[config.mk]
export PLATFORM = sky130hd
export DESIGN_NAME = thermal_display_top
export DESIGN_NICKNAME = d
export VERILOG_FILES = /design/src/rtl/thermal_display_pkg.sv /design/src/rtl/digit_glyph_rom.sv /design/src/rtl/pixel_composer.sv /design/src/rtl/pixel_input_stage.sv /design/src/rtl/temp_color_map.sv /design/src/rtl/thermal_display_top.sv
export VERILOG_INCLUDE_DIRS = /design/src /design/src/rtl
export SDC_FILE = /design/constraint.sdc
export NUM_CORES = 1
export LEC_CHECK = 0
export BUFFER_PORTS_ARGS = -buffer_cell sky130_fd_sc_hd__buf_2
export CAP_MARGIN = 20
export CELL_PAD_IN_SITES_DETAIL_PLACEMENT = 1
export CELL_PAD_IN_SITES_GLOBAL_PLACEMENT = 2
export CORE_UTILIZATION = 33
export CTS_BUF_LIST = sky130_fd_sc_hd__clkbuf_4 sky130_fd_sc_hd__clkbuf_8 sky130_fd_sc_hd__clkbuf_16
export DETAILED_ROUTE_END_ITERATION = 12
export PLACE_DENSITY = 0.85
export SYNTH_ARGS = -nofsm -noshare
export SYNTH_HDL_FRONTEND = slang
export SYNTH_SLANG_ARGS = --single-unit
[constraint.sdc]
create_clock -name pixel_clk -period 3.95 [get_ports pixel_clk]
set_input_delay 0.1975 -clock pixel_clk [delete_from_list [all_inputs] [get_ports pixel_clk]]
set_output_delay 0.1975 -clock pixel_clk [all_outputs]
set_load 0.005 [all_outputs]
[src/rtl/thermal_display_macros.svh]
`ifndef THERMAL_DISPLAY_MACROS_SVH
`define THERMAL_DISPLAY_MACROS_SVH

// screen rectangles, 1-based and inclusive like the scan counters
`define TENS_X_MIN   321
`define TENS_X_MAX   400
`define ONES_X_MIN   401
`define ONES_X_MAX   480
`define DIGIT_Y_MIN  151   // both digit cells share these rows
`define DIGIT_Y_MAX  270
`define WARN_X_MIN   401
`define WARN_X_MAX   520
`define FIRE_X_MIN   521
`define FIRE_X_MAX   640
`define ALARM_Y_MIN  1     // top strip for the alarm boxes
`define ALARM_Y_MAX  120

// seven-segment cell geometry
`define CELL_W       80
`define CELL_H       120
`define SEG_W        10    // bar thickness
`define MID_TOP      55    // middle bar straddles the centre line
`define MID_BOT      64

// packed as red,green,blue nibbles
`define FIRE_RGB     12'hf00
`define WARN_RGB     12'hf80
`define WHITE_RGB    12'hfff
`define BLACK_RGB    12'h000

`endif

[src/rtl/thermal_display_pkg.sv]
`default_nettype none

package thermal_display_pkg;

  // scan position from the vga timing block
  typedef logic [10:0] coord_x_t;
  typedef logic [9:0]  coord_y_t;

  typedef logic [3:0]  bcd_digit_t;   // one decimal digit, 10..15 are not digits
  typedef logic [3:0]  color_chan_t;  // one dac channel

  // position inside an 80x120 glyph cell
  typedef logic [6:0]  cell_x_t;
  typedef logic [6:0]  cell_y_t;

  // panel mode code, same encoding as the panel controller FSM
  typedef enum logic [2:0] {
    MODE_SHUTDOWN = 3'd0,
    MODE_MENU_TMP = 3'd1,
    MODE_WORKING  = 3'd2,
    MODE_MENU_CAM = 3'd3,
    MODE_SHOW_PIC = 3'd7
  } display_mode_t;

  // which rectangle the current pixel falls in
  typedef enum logic [2:0] {
    REGION_NONE,
    REGION_FIRE,
    REGION_WARNING,
    REGION_TENS,
    REGION_ONES
  } screen_region_t;

endpackage

`default_nettype wire

[src/rtl/digit_glyph_rom.sv]
`timescale 1ns/1ps
`default_nettype none

`include "thermal_display_macros.svh"

module digit_glyph_rom (
  input  wire thermal_display_pkg::bcd_digit_t i_digit,
  input  wire thermal_display_pkg::cell_x_t    i_cell_x,
  input  wire thermal_display_pkg::cell_y_t    i_cell_y,
  output logic                                 o_glyph_on
);

  logic       left_col, mid_col, right_col;
  logic       top_row, upper_row, mid_row, lower_row, bottom_row;
  logic [6:0] seg_hit;   // bit 0 = a ... bit 6 = g
  logic [6:0] seg_lit;

  // column bands of the cell
  assign left_col  = i_cell_x < `SEG_W;
  assign mid_col   = (i_cell_x >= `SEG_W) && (i_cell_x < `CELL_W - `SEG_W);
  assign right_col = (i_cell_x >= `CELL_W - `SEG_W) && (i_cell_x < `CELL_W);

  // row bands, verticals split at the cell centre
  assign top_row    = i_cell_y < `SEG_W;
  assign upper_row  = (i_cell_y >= `SEG_W) && (i_cell_y < `CELL_H / 2);
  assign lower_row  = (i_cell_y >= `CELL_H / 2) && (i_cell_y < `CELL_H - `SEG_W);
  assign bottom_row = (i_cell_y >= `CELL_H - `SEG_W) && (i_cell_y < `CELL_H);
  assign mid_row    = (i_cell_y >= `MID_TOP) && (i_cell_y <= `MID_BOT); // overlaps b/c, f/e rows

  assign seg_hit[0] = mid_col && top_row;       // a
  assign seg_hit[1] = right_col && upper_row;   // b
  assign seg_hit[2] = right_col && lower_row;   // c
  assign seg_hit[3] = mid_col && bottom_row;    // d
  assign seg_hit[4] = left_col && lower_row;    // e
  assign seg_hit[5] = left_col && upper_row;    // f
  assign seg_hit[6] = mid_col && mid_row;       // g

  // segment sets, gfedcba
  always_comb begin
    case (i_digit)
      4'd0:    seg_lit = 7'b0111111;
      4'd1:    seg_lit = 7'b0000110;
      4'd2:    seg_lit = 7'b1011011;
      4'd3:    seg_lit = 7'b1001111;
      4'd4:    seg_lit = 7'b1100110;
      4'd5:    seg_lit = 7'b1101101;
      4'd6:    seg_lit = 7'b1111101; // 6 adds e over 5
      4'd7:    seg_lit = 7'b0000111; // 7 adds a over 1
      4'd8:    seg_lit = 7'b1111111;
      4'd9:    seg_lit = 7'b1101111;
      default: seg_lit = 7'b0000000; // not a digit, blank glyph
    endcase
  end

  assign o_glyph_on = |(seg_hit & seg_lit);

endmodule

`default_nettype wire

[src/rtl/pixel_composer.sv]
`timescale 1ns/1ps
`default_nettype none

`include "thermal_display_macros.svh"

module pixel_composer (
  input  wire                                     pixel_clk,
  input  wire                                     i_reset,
  input  wire thermal_display_pkg::display_mode_t  i_mode,
  input  wire thermal_display_pkg::screen_region_t i_region,
  input  wire thermal_display_pkg::bcd_digit_t     i_digit,
  input  wire                                     i_glyph_on,
  input  wire thermal_display_pkg::color_chan_t    i_tint_red,
  input  wire thermal_display_pkg::color_chan_t    i_tint_green,
  input  wire thermal_display_pkg::color_chan_t    i_tint_blue,
  output thermal_display_pkg::color_chan_t         o_red,
  output thermal_display_pkg::color_chan_t         o_green,
  output thermal_display_pkg::color_chan_t         o_blue
);

  logic        in_digit_cell;
  logic [11:0] nxt_rgb;

  assign in_digit_cell = (i_region == thermal_display_pkg::REGION_TENS) ||
                         (i_region == thermal_display_pkg::REGION_ONES);

  always_comb begin
    if (i_mode != thermal_display_pkg::MODE_WORKING) begin
      nxt_rgb = `BLACK_RGB;  // shutdown and every unused code
    end else if (i_region == thermal_display_pkg::REGION_FIRE) begin
      nxt_rgb = `FIRE_RGB;
    end else if (i_region == thermal_display_pkg::REGION_WARNING) begin
      nxt_rgb = `WARN_RGB;
    end else if (in_digit_cell && (i_digit > 4'd9)) begin
      nxt_rgb = `WHITE_RGB;  // bad sensor digit shows as a solid box
    end else if ((i_region == thermal_display_pkg::REGION_TENS) && (i_digit == 4'd0)) begin
      nxt_rgb = `BLACK_RGB;  // no leading zero
    end else if (in_digit_cell && i_glyph_on) begin
      nxt_rgb = {i_tint_red, i_tint_green, i_tint_blue};
    end else begin
      nxt_rgb = `BLACK_RGB;  // unlit glyph pixel or background
    end
  end

  // stage 2, drives the dac pins
  always_ff @(posedge pixel_clk) begin
    if (i_reset) begin
      o_red   <= '0;
      o_green <= '0;
      o_blue  <= '0;
    end else begin
      o_red   <= nxt_rgb[11:8];
      o_green <= nxt_rgb[7:4];
      o_blue  <= nxt_rgb[3:0];
    end
  end

  // shutdown pixel must come out black on the next edge
  a_shutdown_black: assert property (@(posedge pixel_clk) disable iff (i_reset)
    (i_mode == thermal_display_pkg::MODE_SHUTDOWN)
    |=> ((o_red == '0) && (o_green == '0) && (o_blue == '0)));

endmodule

`default_nettype wire

[src/rtl/pixel_input_stage.sv]
`timescale 1ns/1ps
`default_nettype none

`include "thermal_display_macros.svh"

module pixel_input_stage (
  input  wire                                 pixel_clk,
  input  wire                                 i_reset,
  input  wire thermal_display_pkg::coord_x_t  i_x,
  input  wire thermal_display_pkg::coord_y_t  i_y,
  input  wire thermal_display_pkg::display_mode_t i_mode,
  input  wire thermal_display_pkg::bcd_digit_t i_tens,
  input  wire thermal_display_pkg::bcd_digit_t i_ones,
  input  wire                                 i_fire,
  input  wire                                 i_warning,
  output thermal_display_pkg::display_mode_t  o_mode,
  output thermal_display_pkg::screen_region_t o_region,
  output thermal_display_pkg::cell_x_t        o_cell_x,
  output thermal_display_pkg::cell_y_t        o_cell_y,
  output thermal_display_pkg::bcd_digit_t     o_digit,
  output thermal_display_pkg::bcd_digit_t     o_tens,
  output thermal_display_pkg::bcd_digit_t     o_ones
);

  logic in_alarm_row, in_digit_row;
  logic in_fire, in_warn, in_tens, in_ones;
  thermal_display_pkg::screen_region_t nxt_region;
  thermal_display_pkg::coord_x_t       tens_x_off, ones_x_off; // full width before trim
  thermal_display_pkg::coord_y_t       digit_y_off;

  assign in_alarm_row = (i_y >= `ALARM_Y_MIN) && (i_y <= `ALARM_Y_MAX);
  assign in_digit_row = (i_y >= `DIGIT_Y_MIN) && (i_y <= `DIGIT_Y_MAX);

  // alarm boxes only exist while their flag is up
  assign in_fire = i_fire && in_alarm_row && (i_x >= `FIRE_X_MIN) && (i_x <= `FIRE_X_MAX);
  assign in_warn = i_warning && in_alarm_row &&
                   (i_x >= `WARN_X_MIN) && (i_x <= `WARN_X_MAX);
  assign in_tens = in_digit_row && (i_x >= `TENS_X_MIN) && (i_x <= `TENS_X_MAX);
  assign in_ones = in_digit_row && (i_x >= `ONES_X_MIN) && (i_x <= `ONES_X_MAX);

  // glyph-local offsets, only meaningful inside a digit cell
  assign tens_x_off  = i_x - thermal_display_pkg::coord_x_t'(`TENS_X_MIN);
  assign ones_x_off  = i_x - thermal_display_pkg::coord_x_t'(`ONES_X_MIN);
  assign digit_y_off = i_y - thermal_display_pkg::coord_y_t'(`DIGIT_Y_MIN);

  // fire wins over warning, then the two digit cells
  always_comb begin
    if (in_fire)      nxt_region = thermal_display_pkg::REGION_FIRE;
    else if (in_warn) nxt_region = thermal_display_pkg::REGION_WARNING;
    else if (in_tens) nxt_region = thermal_display_pkg::REGION_TENS;
    else if (in_ones) nxt_region = thermal_display_pkg::REGION_ONES;
    else              nxt_region = thermal_display_pkg::REGION_NONE;
  end

  // control part of stage 1
  always_ff @(posedge pixel_clk) begin
    if (i_reset) begin
      o_mode   <= thermal_display_pkg::MODE_SHUTDOWN;
      o_region <= thermal_display_pkg::REGION_NONE;
    end else begin
      o_mode   <= i_mode;
      o_region <= nxt_region;
    end
  end

  // payload, follows the pixel
  always_ff @(posedge pixel_clk) begin
    o_cell_x <= in_tens ? tens_x_off[6:0] : ones_x_off[6:0];
    o_cell_y <= digit_y_off[6:0];
    o_digit  <= in_tens ? i_tens : i_ones; // ones digit unless in tens cell
    o_tens   <= i_tens;
    o_ones   <= i_ones;
  end

  // cell column must land inside the glyph box
  a_cell_x_in_range: assert property (@(posedge pixel_clk) disable iff (i_reset)
    (o_region inside {thermal_display_pkg::REGION_TENS, thermal_display_pkg::REGION_ONES})
    |-> (o_cell_x < `CELL_W));

endmodule

`default_nettype wire

[src/rtl/temp_color_map.sv]
`timescale 1ns/1ps
`default_nettype none

`include "thermal_display_macros.svh"

module temp_color_map (
  input  wire thermal_display_pkg::bcd_digit_t i_tens,
  input  wire thermal_display_pkg::bcd_digit_t i_ones,
  output thermal_display_pkg::color_chan_t     o_red,
  output thermal_display_pkg::color_chan_t     o_green,
  output thermal_display_pkg::color_chan_t     o_blue
);

  logic [11:0] tint;  // red,green,blue nibbles

  // bcd pair reads directly as the temperature in hex
  always_comb begin
    case ({i_tens, i_ones})
      8'h27:   tint = 12'h0f8; // cool end, green
      8'h28:   tint = 12'h9f9;
      8'h29:   tint = 12'hcf4;
      8'h30:   tint = 12'hffc;
      8'h31:   tint = 12'hfe8;
      8'h32:   tint = 12'hfd0;
      8'h33:   tint = 12'hfa0;
      8'h34:   tint = 12'hf80;
      8'h35:   tint = 12'hf64;
      8'h36:   tint = 12'hf00; // hot end, red
      default: tint = `WHITE_RGB;
    endcase
  end

  // split into channels
  assign o_red   = tint[11:8];
  assign o_green = tint[7:4];
  assign o_blue  = tint[3:0];

endmodule

`default_nettype wire

[src/rtl/thermal_display_top.sv]
`timescale 1ns/1ps
`default_nettype none

module thermal_display_top (
  input  wire                                     pixel_clk,
  input  wire                                     i_reset,
  input  wire thermal_display_pkg::coord_x_t       i_x,
  input  wire thermal_display_pkg::coord_y_t       i_y,
  input  wire thermal_display_pkg::display_mode_t  i_mode,
  input  wire thermal_display_pkg::bcd_digit_t     i_tens,
  input  wire thermal_display_pkg::bcd_digit_t     i_ones,
  input  wire                                     i_fire,
  input  wire                                     i_warning,
  output thermal_display_pkg::color_chan_t         o_red,
  output thermal_display_pkg::color_chan_t         o_green,
  output thermal_display_pkg::color_chan_t         o_blue
);

  // stage 1 registers
  thermal_display_pkg::display_mode_t  r_mode;
  thermal_display_pkg::screen_region_t r_region;
  thermal_display_pkg::cell_x_t        r_cell_x;
  thermal_display_pkg::cell_y_t        r_cell_y;
  thermal_display_pkg::bcd_digit_t     r_digit;
  thermal_display_pkg::bcd_digit_t     r_tens;
  thermal_display_pkg::bcd_digit_t     r_ones;

  // combinational between the stages
  logic                                glyph_on;
  thermal_display_pkg::color_chan_t    tint_red, tint_green, tint_blue;

  pixel_input_stage pixel_input_stage_inst (
    .pixel_clk (pixel_clk),
    .i_reset   (i_reset),
    .i_x       (i_x),
    .i_y       (i_y),
    .i_mode    (i_mode),
    .i_tens    (i_tens),
    .i_ones    (i_ones),
    .i_fire    (i_fire),
    .i_warning (i_warning),
    .o_mode    (r_mode),
    .o_region  (r_region),
    .o_cell_x  (r_cell_x),
    .o_cell_y  (r_cell_y),
    .o_digit   (r_digit),
    .o_tens    (r_tens),
    .o_ones    (r_ones)
  );

  digit_glyph_rom digit_glyph_rom_inst (
    .i_digit    (r_digit),
    .i_cell_x   (r_cell_x),
    .i_cell_y   (r_cell_y),
    .o_glyph_on (glyph_on)
  );

  temp_color_map temp_color_map_inst (
    .i_tens  (r_tens),
    .i_ones  (r_ones),
    .o_red   (tint_red),
    .o_green (tint_green),
    .o_blue  (tint_blue)
  );

  pixel_composer pixel_composer_inst (
    .pixel_clk    (pixel_clk),
    .i_reset      (i_reset),
    .i_mode       (r_mode),
    .i_region     (r_region),
    .i_digit      (r_digit),
    .i_glyph_on   (glyph_on),
    .i_tint_red   (tint_red),
    .i_tint_green (tint_green),
    .i_tint_blue  (tint_blue),
    .o_red        (o_red),
    .o_green      (o_green),
    .o_blue       (o_blue)
  );

endmodule

`default_nettype wire

* Word-level counts from Yosys, hierarchy flattened
Memory sizes are Yosys's and may differ from the RTL's. A register that Yosys moved wholly into a read port is not among the register bits.
Cells that the tools add are included.
** Operators by class
- Add/subtract/negate cells :: 3
- Order comparisons :: 26
- Equality and inequality tests :: 15
- Multiplexer cells :: 12
- Bitwise gates (word level) :: 1
- Reductions and logical operators :: 36
** Operators with widths (count)
- $pmux 12 s10 :: 1
- $eq 8x6->1 const B :: 10
- $mux 12 :: 5
- $logic_and 1x1->1 :: 28
- $lt 7x7->1 const B :: 4
- $ge 11x9->1 const B :: 2
- $le 11x10->1 const B :: 2
- $le 11x9->1 const B :: 2
- $ge 7x4->1 const B :: 2
- $ge 7x6->1 const B :: 2
- $ge 7x7->1 const B :: 2
- $lt 7x4->1 const B :: 2
- $sub 7x5->7 const B :: 2
- $ge 11x10->1 const B :: 1
- $ge 10x1->1 const B :: 1
- $ge 10x8->1 const B :: 1
- $le 10x7->1 const B :: 1
- $le 10x9->1 const B :: 1
- $reduce_or 4->1 :: 2
- $and 7x7->7 :: 1
- $le 7x7->1 const B :: 1
- $lt 7x6->1 const B :: 1
- $mux 7 :: 1
- $reduce_or 7->1 :: 1
- other kinds (14) :: 17
** Word-level totals
- Bits in registers :: 44
- ROM bits :: 112
- Input bits :: 36
- Output and inout bits :: 12
- Word-level logic and storage cells :: 107
- Memories kept :: 1
** Memory list
- (name not given) :: depth 16, width 7, read ports 1, clocked after memory_dff 1, write ports 0, RTL line digit_glyph_rom.sv:40 : case (i_digit)

* Logic depth before layout (Yosys ltp)
Gate-level depths: netlist (run 1).
- Depth in word-level cells :: 11
- Depth in mapped cells :: 14
- Mapped depth without buffers :: 13

* By module
Synthesis (run 1) repeated with hierarchy kept, for this count alone.
** Unflattened totals
- Cells, all modules :: 287
- Area, all modules :: 2493.6 µm²
** Modules (own cells, without submodules)
- pixel_input_stage :: times used 1, cells an instance 123, area an instance 1300.0 µm², seq. area each 640.6 µm²
- pixel_composer :: times used 1, cells an instance 54, area an instance 491.7 µm², seq. area each 240.2 µm²
- digit_glyph_rom :: times used 1, cells an instance 59, area an instance 392.9 µm², seq. area each 0.0 µm²
- temp_color_map :: times used 1, cells an instance 51, area an instance 309.0 µm², seq. area each 0.0 µm²

* Worst setup path before layout (run 1)
OpenSTA, ideal clock, no wires.
- Path kind :: input -> register
- Start :: input i_x[1]
- End :: register digit_glyph_rom_inst.seg_lit[0] (netlist name)
- Library setup time :: 0.074 ns
- Arrival time :: 2.761 ns
- Data required time :: 3.876 ns
- Slack :: 1.114 ns
- Cell stages on the path :: 14
- Buffers on the path :: 1
- Cell sequence :: inv_1 -> ha_1 -> or4_4 -> or4_1 -> a32o_1 -> and3_1 -> buf_6 -> mux2i_1 -> inv_1 -> ha_1 -> inv_1 -> o21ai_0 -> mux2_2 -> o21ai_0
** Between the ends
- Cells in the longest elaborated chain, start to end :: 4
- Elaborated cells on any way between the ends :: 5
- Those cells by class :: 2 x order compare; 1 x mux; 2 x reduce/logical
** RTL lines
- from (decl) :: RTL line thermal_display_top.sv:7 : input wire thermal_display_pkg::coord_x_t i_x,
- $ge 11x9->1 (no line)
- $logic_and 1x1->1 :: RTL line pixel_input_stage.sv:38 : assign in_tens = in_digit_row && (i_x >= `TENS_X_MIN) && (i_x <= `TENS_X_MAX);
- $logic_and 1x1->1 (*) :: RTL line pixel_input_stage.sv:38
- $mux 4 (*) :: RTL line pixel_input_stage.sv:70 : o_digit <= in_tens ? i_tens : i_ones;
Mark *: on every way between the ends. The rest lies on a longest branch, timed or not.
A chain may end at the register's enable or synchronous reset.

* Worst setup path in the final report (run 1)
- Start :: input i_x[1]
- End :: register digit_glyph_rom_inst.seg_lit[0] (netlist name)
** Between the ends
- Cells in the longest elaborated chain, start to end :: 4
- Elaborated cells on any way between the ends :: 5
- Those cells by class :: 2 x order compare; 1 x mux; 2 x reduce/logical
** RTL lines (RTL line)
- $ge 11x9->1 (no line)
- $logic_and 1x1->1 :: pixel_input_stage.sv:38
- $logic_and 1x1->1 (*) :: pixel_input_stage.sv:38
- $mux 4 (*) :: pixel_input_stage.sv:70
Marked as above.

==> results of run 1 <==
area by class of cell:
cell class                      instances  area (um^2)  area share (%)
Multi-Input combinational cell        228         1520            49.6
Sequential cell                        50         1000            32.6
Timing Repair Buffer                   49          250            8.16
Tap cell                              102          128            4.16
Clock buffer                            6         76.3            2.49
Inverter                               14         52.6            1.71
Clock inverter                          2         37.5            1.22
cells in the final DEF, fill, tap and decap left out, drive strengths merged, types with 5 or more instances in the layout:
cell type,netlist,routed
o21ai,30,30
nand2,19,19
buf,1,49
nand4,8,8
mux2i,6,6
nor3,9,9
nor2b,9,9
a21oi,16,16
clkbuf,5,6
nor2,28,28
nand2b,11,11
inv,14,14
dfxtp,50,50
xor2,7,7
nand3,5,5
ha,14,14
worst max path at each step:
stage                                 endpoint  slack [ns]  cells after the start
2_1_floorplan  digit_glyph_rom_inst.seg_lit[0]        1.11                     14
3_3_place_gp   digit_glyph_rom_inst.seg_lit[0]        0.89                     14
3_5_place_dp   digit_glyph_rom_inst.seg_lit[3]        0.72                     14
4_1_cts        digit_glyph_rom_inst.seg_lit[3]        1.05                     14
5_1_grt        digit_glyph_rom_inst.seg_lit[3]        0.83                     14
6_report       digit_glyph_rom_inst.seg_lit[0]        1.07                     14
through the flow:
stage | setup slack (ns) | total power (W) | cell area, um^2 | hold WS (ns) | cells
2_1_floorplan | 1.11 | 0.000650 | 2620 | 0.225 | 298
3_3_place_gp | 0.887 | 0.000710 | 2950 | 0.344 | 443
3_5_place_dp | 0.724 | 0.000714 | 2950 | 0.343 | 443
4_1_cts | 1.05 | 0.00108 | 3070 | 0.0242 | 451
5_1_grt | 0.828 | 0.00112 | 3070 | 0.0179 | 451
6_report | 1.07 | 0.00106 | 3070 | 0.0301 | 451
cell families after synthesis:
logic type / synth area share [%]
flip-flops: 38.3
AND/OR/NAND/NOR: 25.1
AO/OA/AOI/OAI: 18.5
multiplexers: 4.30
XOR/XNOR: 3.68
adder cells (fa/ha/maj): 6.70
buffers and inverters: 3.54
registers in the layout, indices dropped and copies added (netlist names):
register / count
digit_glyph_rom_inst.seg_lit: 7
pixel_composer_inst.o_blue: 4
pixel_input_stage_inst.o_cell_y: 7
pixel_composer_inst.o_green: 4
pixel_input_stage_inst.o_region: 3
pixel_composer_inst.o_red: 4
pixel_input_stage_inst.o_mode: 3
pixel_input_stage_inst.o_ones: 4
pixel_input_stage_inst.o_digit: 4
pixel_input_stage_inst.o_cell_x: 6
pixel_input_stage_inst.o_tens: 4
where the power goes:
group / internal (W) / leakage, nW / switching [W] / total [W]
logic: 0.0000625 / 0.797 / 0.0000788 / 0.000141
registers: 0.000533 / 0.416 / 0.0000277 / 0.000561
clock network: 0.000196 / 0.0548 / 0.000164 / 0.000360
layer usage:
layer  vias to the layer above  wire (um)
met5                         -          0
met4                         0         86
met3                         6        147
met2                        31       2930
met1                      1097       3040
li1                       1178          -
worst register-to-register path, delay by kind of cell, from the launching register on:
kind	cells	cell delay (ns)
flip-flops	1	0.46
AO/OA/AOI/OAI	5	0.83
AND/OR/NAND/NOR	1	0.22
buffers and inverters	1	0.22
==> metrics, run 1 <==
Slowest cell on crit path or4_4; Lkg Pwr 1.27 nW; Worst Hold End pixel_input_stage_inst.o_tens[0]; met3 Track Usage GR 2.60%; Buf+Inv Stages, Crit Path 4; grt met2 use 26.5%; std cell rows 32; slew margin rel. 54.6%; Starting DRT DRC Count 56; RSZ-0062 raised after global routing false; CTS hold repair buffers 0; die outline area 8290 um^2; Top-Level Pins 48; Post-synth top flop dfxtp_1; DR DRC count 0; Crit Path Max Fanout 6; Crit. End Element flop; global route hottest layer met2; PD cells 346 nW/um^2; min-delay src i_tens[0]; Post-Synthesis Net Count 348; Critical Path Source i_x[1]; Synth async-reset ratio 0%; Max VDD drop 0.186 mV; number of flops mapped to enable cells by yosys 0; depth of the worst register-to-register path 7; Worst R2R Start pixel_input_stage_inst.o_cell_y[3]; sequential-to-total area share from yosys stat 38.3%; Critical Path RT 4.18 ns; Synth top cells by count 50 x dfxtp_1, 30 x o21ai_0, 28 x nor2_1, 19 x nand2_1, 16 x a21oi_1; antenna violations before repair 0; largest area contributor in the netlist dfxtp_1; Synth Instances 298; # port buffers 47; routed length per instance 13.8 um; critical path class primary input to flop; post-route clock skew 0.00780 ns; global-route wire length before repair 10500 um; starting density of the core 34.0%; Synth Register Bits 50; GRT Residual Overflow 0; post-synthesis cell area 2620 um^2; H-tree depth 2; Tcrit/Tclk final 73.0%; vias in the first global route 2247; Final HPWL DP 4990 um; Area Growth Syn to Fin 17.3%; setup TNS 0 ns; Die W 91.0 um; nets 398; Antenna diodes 0; CTS tree yes; cell with the most instances after synthesis dfxtp_1; hold path depth 1; # fillers 963; core area 7690 um^2; routed via count divided by cell count 5.13; cts repair resizes 0; number of max-cap violations 0; grt met1 use 20.3%; GRT Util Overall 15.7%; Area contributors post-synth dfxtp_1 38%, ha_1 6.7%, o21ai_0 5.7%; Worst Tran Pin Value 0.671 ns; Post-Syn Area per Cell 8.78 um^2; crit path cell chain buf_2, inv_1, ha_1, or4_4, or4_1, a32o_1, and3_1, mux2i_1, inv_1, ha_1, inv_1, o21ai_0, mux2_2, o21ai_0; max-slew violation count 0; Clock Sink Count 50; Vias 2312; CTS clk-pin slew, worst paths 0.09 ns; share of cells above drive strength 1 20.1%; HP Class primary input to flop; largest net degree at the start of global routing 16; post-synth cell types 57; Post-CTS Setup Repair Bufs 0; final setup fails 0; Num CTS Buffers 5; Worst path max stage delay 0.41 ns; crit path DAT 3.11 ns; RR Endpoint pixel_composer_inst.o_red[3]; Die Ht 91.0 um; post-route ant nets 0; Fmax 0.347 GHz; R2R setup slack 2.07 ns; Finished Core Util 39.9%; Clock Path Buffers 2; DR pass1 iterations 4; Yosys Warn Count 0; Final Hold Viols 0; CP top delay family simple AND/OR/NAND/NOR gates; clk_lat worst skew 0.30 ns; root buffer cell clkbuf_8; Worst path most repeated cell inv_1; area share of the largest cell type after synthesis 38.3%; RePlAce Congestion 0.803; Routed WL 6200 um; status finished, final reports clean; crit start category primary input; minimum clock period 2.88 ns
Note: power is estimated with default switching activity, not from simulation.
==> inputs of run 2 (changes only) <==
--- a/config.mk
+++ b/config.mk
@@ -10,10 +10,10 @@
 export CAP_MARGIN = 20
 export CELL_PAD_IN_SITES_DETAIL_PLACEMENT = 1
 export CELL_PAD_IN_SITES_GLOBAL_PLACEMENT = 2
-export CORE_UTILIZATION = 33
+export CORE_UTILIZATION = 30
 export CTS_BUF_LIST = sky130_fd_sc_hd__clkbuf_4 sky130_fd_sc_hd__clkbuf_8 sky130_fd_sc_hd__clkbuf_16
 export DETAILED_ROUTE_END_ITERATION = 12
-export PLACE_DENSITY = 0.85
+export PLACE_DENSITY = 0.82
 export SYNTH_ARGS = -nofsm -noshare
 export SYNTH_HDL_FRONTEND = slang
 export SYNTH_SLANG_ARGS = --single-unit
==> constraint.sdc (replaced) <==
create_clock -name pixel_clk -period 2.45 [get_ports pixel_clk]
set_input_delay 0.1225 -clock pixel_clk [delete_from_list [all_inputs] [get_ports pixel_clk]]
set_output_delay 0.1225 -clock pixel_clk [all_outputs]
set_load 0.005 [all_outputs]
==> run 2 against run 1 <==
  * Non-clock buffer count increased by 32
  * Utilization grew 1.1 points
  * Sequential share of layout area fell by 3.4 points
  * Critical path depth down 1
  * Routed wire length up 9.3%
  * Combinational power increased by 100%
  * Power rose by 59%
  * Cell count up 7.8%
  * Largest cell class unchanged
  * Largest power group unchanged
==> metrics, run 2 (synthesis results as in run 1) <==
H-tree depth 2; PD cells 493 nW/um^2; critical path class primary input to flop; Buf+Inv Stages, Crit Path 3; GRT Residual Overflow 0; Lkg Pwr 1.43 nW; std cell rows 33; Area Growth Syn to Fin 30.7%; Max VDD drop 0.255 mV; crit start category primary input; share of cells above drive strength 1 30.4%; DR DRC count 0; CTS clk-pin slew, worst paths 0.09 ns; clk_lat worst skew 0.30 ns; Worst Hold End pixel_input_stage_inst.o_tens[1]; Slowest cell on crit path or4_4; root buffer cell clkbuf_8; core area 8340 um^2; Antenna diodes 0; final instance area 3420 um^2; Worst R2R Start pixel_input_stage_inst.o_cell_y[3]; CTS tree yes; Worst path max stage delay 0.42 ns; GRT Util Overall 15.8%; Hold WS 0.0203 ns; CP top delay family simple AND/OR/NAND/NOR gates; Num CTS Buffers 5; Crit Path Max Fanout 5; non-filler instance count after layout 486; Starting DRT DRC Count 79; HP Class primary input to flop; DR pass1 iterations 4; status finished, final reports clean; most frequent cells in the layout 50 x dfxtp_1, 46 x buf_2, 31 x buf_4, 28 x nor2_1, 26 x o21ai_0; Clock Path Buffers 2; Critical Path RT 2.69 ns; Tcrit/Tclk final 97.7%; Final HPWL DP 5520 um; crit path cell chain buf_2, ha_4, or4_4, or4_4, a32o_1, and3_4, mux2i_4, inv_2, ha_4, inv_2, o21ai_1, mux2_4, o21ai_2; Vias 2438; R2R setup slack 0.56 ns; commonest non-fill, non-tap cell in the layout dfxtp_1; Top-Level Pins 48; Die Ht 95.4 um; depth of the worst register-to-register path 7; routed length per instance 13.9 um; nets 430; Finished Core Util 41.0%; Die W 95.4 um; setup TNS 0 ns; Crit. End Element flop; antenna violations before repair 0; post-route clock skew 0.00727 ns; # port buffers 47; RR Endpoint pixel_composer_inst.o_red[2]; RePlAce Congestion 0.785; global-route wire length before repair 11100 um; Clock Sink Count 50; placed cell area 3270 um^2; starting density of the core 31.4%; slew margin rel. 58.9%; number of max-cap violations 0; vias in the first global route 2396; die outline area 9100 um^2; post-route ant nets 0; Routed WL 6780 um; final setup fails 0; Worst Tran Pin Value 0.608 ns; RSZ-0062 raised after global routing true; crit path DAT 2.63 ns; max-slew violation count 0; largest net degree at the start of global routing 15; minimum clock period 2.39 ns; hold path depth 1; routed via count divided by cell count 5.02; min-delay src i_tens[1]; Fmax 0.418 GHz; Placed Cells 476; Final Hold Viols 0
==> run 2: cell count changes in the layout (fill, tap and decap cells not counted), sizes merged <==
cell / before / now
dlygate4sd3: 0 / 2
clkinvlp: 1 / 0
bufinv: 1 / 0
buf: 49 / 79
clkinv: 0 / 1
clkbuf: 6 / 7
==> run 2: repair_timing <==
action	in CTS	in global routing
pin swaps	1	3
cloned	0	0
endpoints found under the setup margin	10	4
buffers inserted	0	0
endpoints found under the hold margin	2	0
resized for setup	4	7
hold buffers	2	0
==> run 2: final cells by class <==
class	count	area, um^2
timing repair buffer	81	509
sequential	50	1000
clock buffer	7	90.1
clock inverter	1	5.00
inverter	14	65.1
multi-input combinational	228	1620
fill	1012	4920
tap	105	131
==> run 2: how the worst max path moves through the flow <==
stage / startpoint / endpoint / slack [ns] / depth (start not counted)
finish: i_x[0] / digit_glyph_rom_inst.seg_lit[0] / 0.06 / 13
global route: i_x[0] / digit_glyph_rom_inst.seg_lit[2] / -0.03 / 12
CTS: i_x[1] / digit_glyph_rom_inst.seg_lit[0] / 0.03 / 14
detailed placement: i_x[1] / digit_glyph_rom_inst.seg_lit[0] / -0.52 / 14
global placement: i_x[1] / digit_glyph_rom_inst.seg_lit[6] / -0.41 / 12
floorplan: i_x[1] / digit_glyph_rom_inst.seg_lit[2] / -0.1 / 13
==> run 2: through the flow <==
stage | setup slack (ns) | power (W)
final | 0.0557 | 0.00169
after global routing | -0.0325 | 0.00178
after CTS | 0.0256 | 0.00170
after detailed placement | -0.521 | 0.00120
after global placement | -0.410 | 0.00119
after floorplan | -0.0962 | 0.00106
==> run 2: per-layer routing <==
layer  vias to the layer above  share of wire [%]  track usage, %
met5                         -                  0               0
met4                         0                1.6            5.60
met3                         9                2.6            2.47
met2                        34                 49            26.5
met1                      1147                 47            20.4
li1                       1248                  -               -
==> run 2: power breakdown <==
part / total [W] / switching [W] / leakage, nW / internal, W
logic: 0.000287 / 0.000146 / 0.964 / 0.000141
clock network: 0.000497 / 0.000258 / 0.0517 / 0.000239
registers: 0.000902 / 0.0000429 / 0.416 / 0.000859
total: 0.00169 / 0.000447 / 1.43 / 0.00124
==> inputs of run 3 (changes only) <==
--- a/config.mk
+++ b/config.mk
@@ -7,12 +7,14 @@
 export NUM_CORES = 1
 export LEC_CHECK = 0
 export BUFFER_PORTS_ARGS = -buffer_cell sky130_fd_sc_hd__buf_2
-export CAP_MARGIN = 20
+export CAP_MARGIN = 40
 export CELL_PAD_IN_SITES_DETAIL_PLACEMENT = 1
 export CELL_PAD_IN_SITES_GLOBAL_PLACEMENT = 2
 export CORE_UTILIZATION = 30
 export CTS_BUF_LIST = sky130_fd_sc_hd__clkbuf_4 sky130_fd_sc_hd__clkbuf_8 sky130_fd_sc_hd__clkbuf_16
+export CTS_CLUSTER_SIZE = 12
 export DETAILED_ROUTE_END_ITERATION = 12
+export HOLD_SLACK_MARGIN = 0.12
 export PLACE_DENSITY = 0.82
 export SYNTH_ARGS = -nofsm -noshare
 export SYNTH_HDL_FRONTEND = slang
==> run 3 against run 2 <==
  * Global-route usage is 0.55 points higher
  * Sequential share of layout area is 1.3 points lower
  * Via count is 2.1% higher
  * Fmax is 0.28% lower
==> metrics, run 3 (synthesis results as in run 1) <==
share of cells above drive strength 1 29.3%; Worst R2R Start pixel_input_stage_inst.o_cell_y[3]; core area 8340 um^2; largest net degree at the start of global routing 15; post-route ant nets 0; Num CTS Buffers 5; GRT Util Overall 16.3%; Fmax 0.417 GHz; Hold WS 0.124 ns; RR Endpoint pixel_composer_inst.o_red[2]; Crit Path Max Fanout 5; antenna violations before repair 0; non-filler instance count after layout 501; Tcrit/Tclk final 98.0%; placed cell area 3270 um^2; RePlAce Congestion 0.785; root buffer cell clkbuf_8; hold path depth 3; DR DRC count 0; PD cells 477 nW/um^2; CTS clk-pin slew, worst paths 0.09 ns; CTS tree yes; R2R setup slack 0.57 ns; Placed Cells 476; Clock Path Buffers 2; Top-Level Pins 48; # port buffers 47; Worst Tran Pin Value 0.610 ns; Clock Sink Count 50; critical path class primary input to flop; depth of the worst register-to-register path 7; WL met1 3290 um; Critical Path RT 2.68 ns; number of max-cap violations 0; DR WL met3 163 um; most frequent cells in the layout 50 x dfxtp_1, 45 x buf_2, 32 x buf_4, 28 x nor2_1, 26 x o21ai_0; metal2 WL 3470 um; crit path DAT 2.64 ns; starting density of the core 31.4%; HP Class primary input to flop; Worst Hold End pixel_input_stage_inst.o_cell_y[6]; GRT Residual Overflow 0; post-route clock skew 0.00737 ns; max-slew violation count 0; final setup fails 0; Antenna diodes 0; routed via count divided by cell count 4.97; commonest non-fill, non-tap cell in the layout dfxtp_1; vias in the first global route 2455; Max Used Layer met4; min-delay src i_y[6]; crit start category primary input; Max VDD drop 0.255 mV; slew margin rel. 58.8%; Vias 2488; Die W 95.4 um; DR pass1 iterations 4; Die Ht 95.4 um; Lkg Pwr 1.50 nW; std cell rows 33; Final HPWL DP 5520 um; status finished, final reports clean; Area Growth Syn to Fin 36.5%; Final Hold Viols 0; clk_lat worst skew 0.30 ns; final instance area 3570 um^2; nets 445; die outline area 9100 um^2; Starting DRT DRC Count 81; minimum clock period 2.40 ns; global-route wire length before repair 11500 um; Finished Core Util 42.8%; H-tree depth 2; Crit. End Element flop; Routed WL 7020 um; routed length per instance 14.0 um
## run 3: worst max-delay path, cell delays in order
cell	delay (ns)
buf_4	0.13
ha_4	0.15
or4_4	0.42
or4_4	0.42
a32o_1	0.22
and3_4	0.21
mux2i_4	0.24
inv_2	0.09
ha_4	0.16
inv_2	0.05
o21ai_1	0.05
mux2_4	0.30
o21ai_2	0.06
## run 3: how the worst max path moves through the flow
stage	startpoint	end	slack (ns)	depth (start not counted)
6_report	i_x[0]	digit_glyph_rom_inst.seg_lit[0]	0.05	13
5_1_grt	i_x[0]	digit_glyph_rom_inst.seg_lit[0]	-0.02	13
4_1_cts	i_x[0]	digit_glyph_rom_inst.seg_lit[0]	0.03	13
3_5_place_dp	i_x[1]	digit_glyph_rom_inst.seg_lit[0]	-0.52	14
3_3_place_gp	i_x[1]	digit_glyph_rom_inst.seg_lit[6]	-0.41	12
2_1_floorplan	i_x[1]	digit_glyph_rom_inst.seg_lit[2]	-0.1	13
## run 3: final cells by class
class	instances	area, um^2
clock buffer	7	90.1
clock inverter	1	5.00
fill	1009	4770
inverter	14	65.1
multi-input combinational	228	1620
sequential	50	1000
tap	105	131
timing repair buffer	96	662
## run 3: per-stage QoR
stage	TNS [ns]	power [W]	worst slack, ns
after floorplan	-0.372	0.00106	-0.0962
after global placement	-3.82	0.00119	-0.410
after detailed placement	-4.91	0.00120	-0.521
after CTS	0	0.00172	0.0262
after global routing	-0.0377	0.00180	-0.0177
final	0	0.00170	0.0491
## run 3: power breakdown
group	total [W]	switching (W)	internal (W)
clock network	0.000495	0.000255	0.000239
logic	0.000308	0.000151	0.000157
registers	0.000902	0.0000431	0.000859
## run 3: routing by layer
metal / GRT usage, % / up-vias
li1: - / 1279
met1: 20.9 / 1168
met2: 27.9 / 35
met3: 2.47 / 6
met4: 5.60 / 0
met5: 0 / -
## run 3: what timing repair did
item / 4_1_cts / 5_1_grt
hold endpoints to repair: 14 / 0
hold buffers: 17 / 0
pin swaps: 1 / 4
setup endpoints to repair: 10 / 4
buffers inserted: 0 / 0
resized for setup: 4 / 8
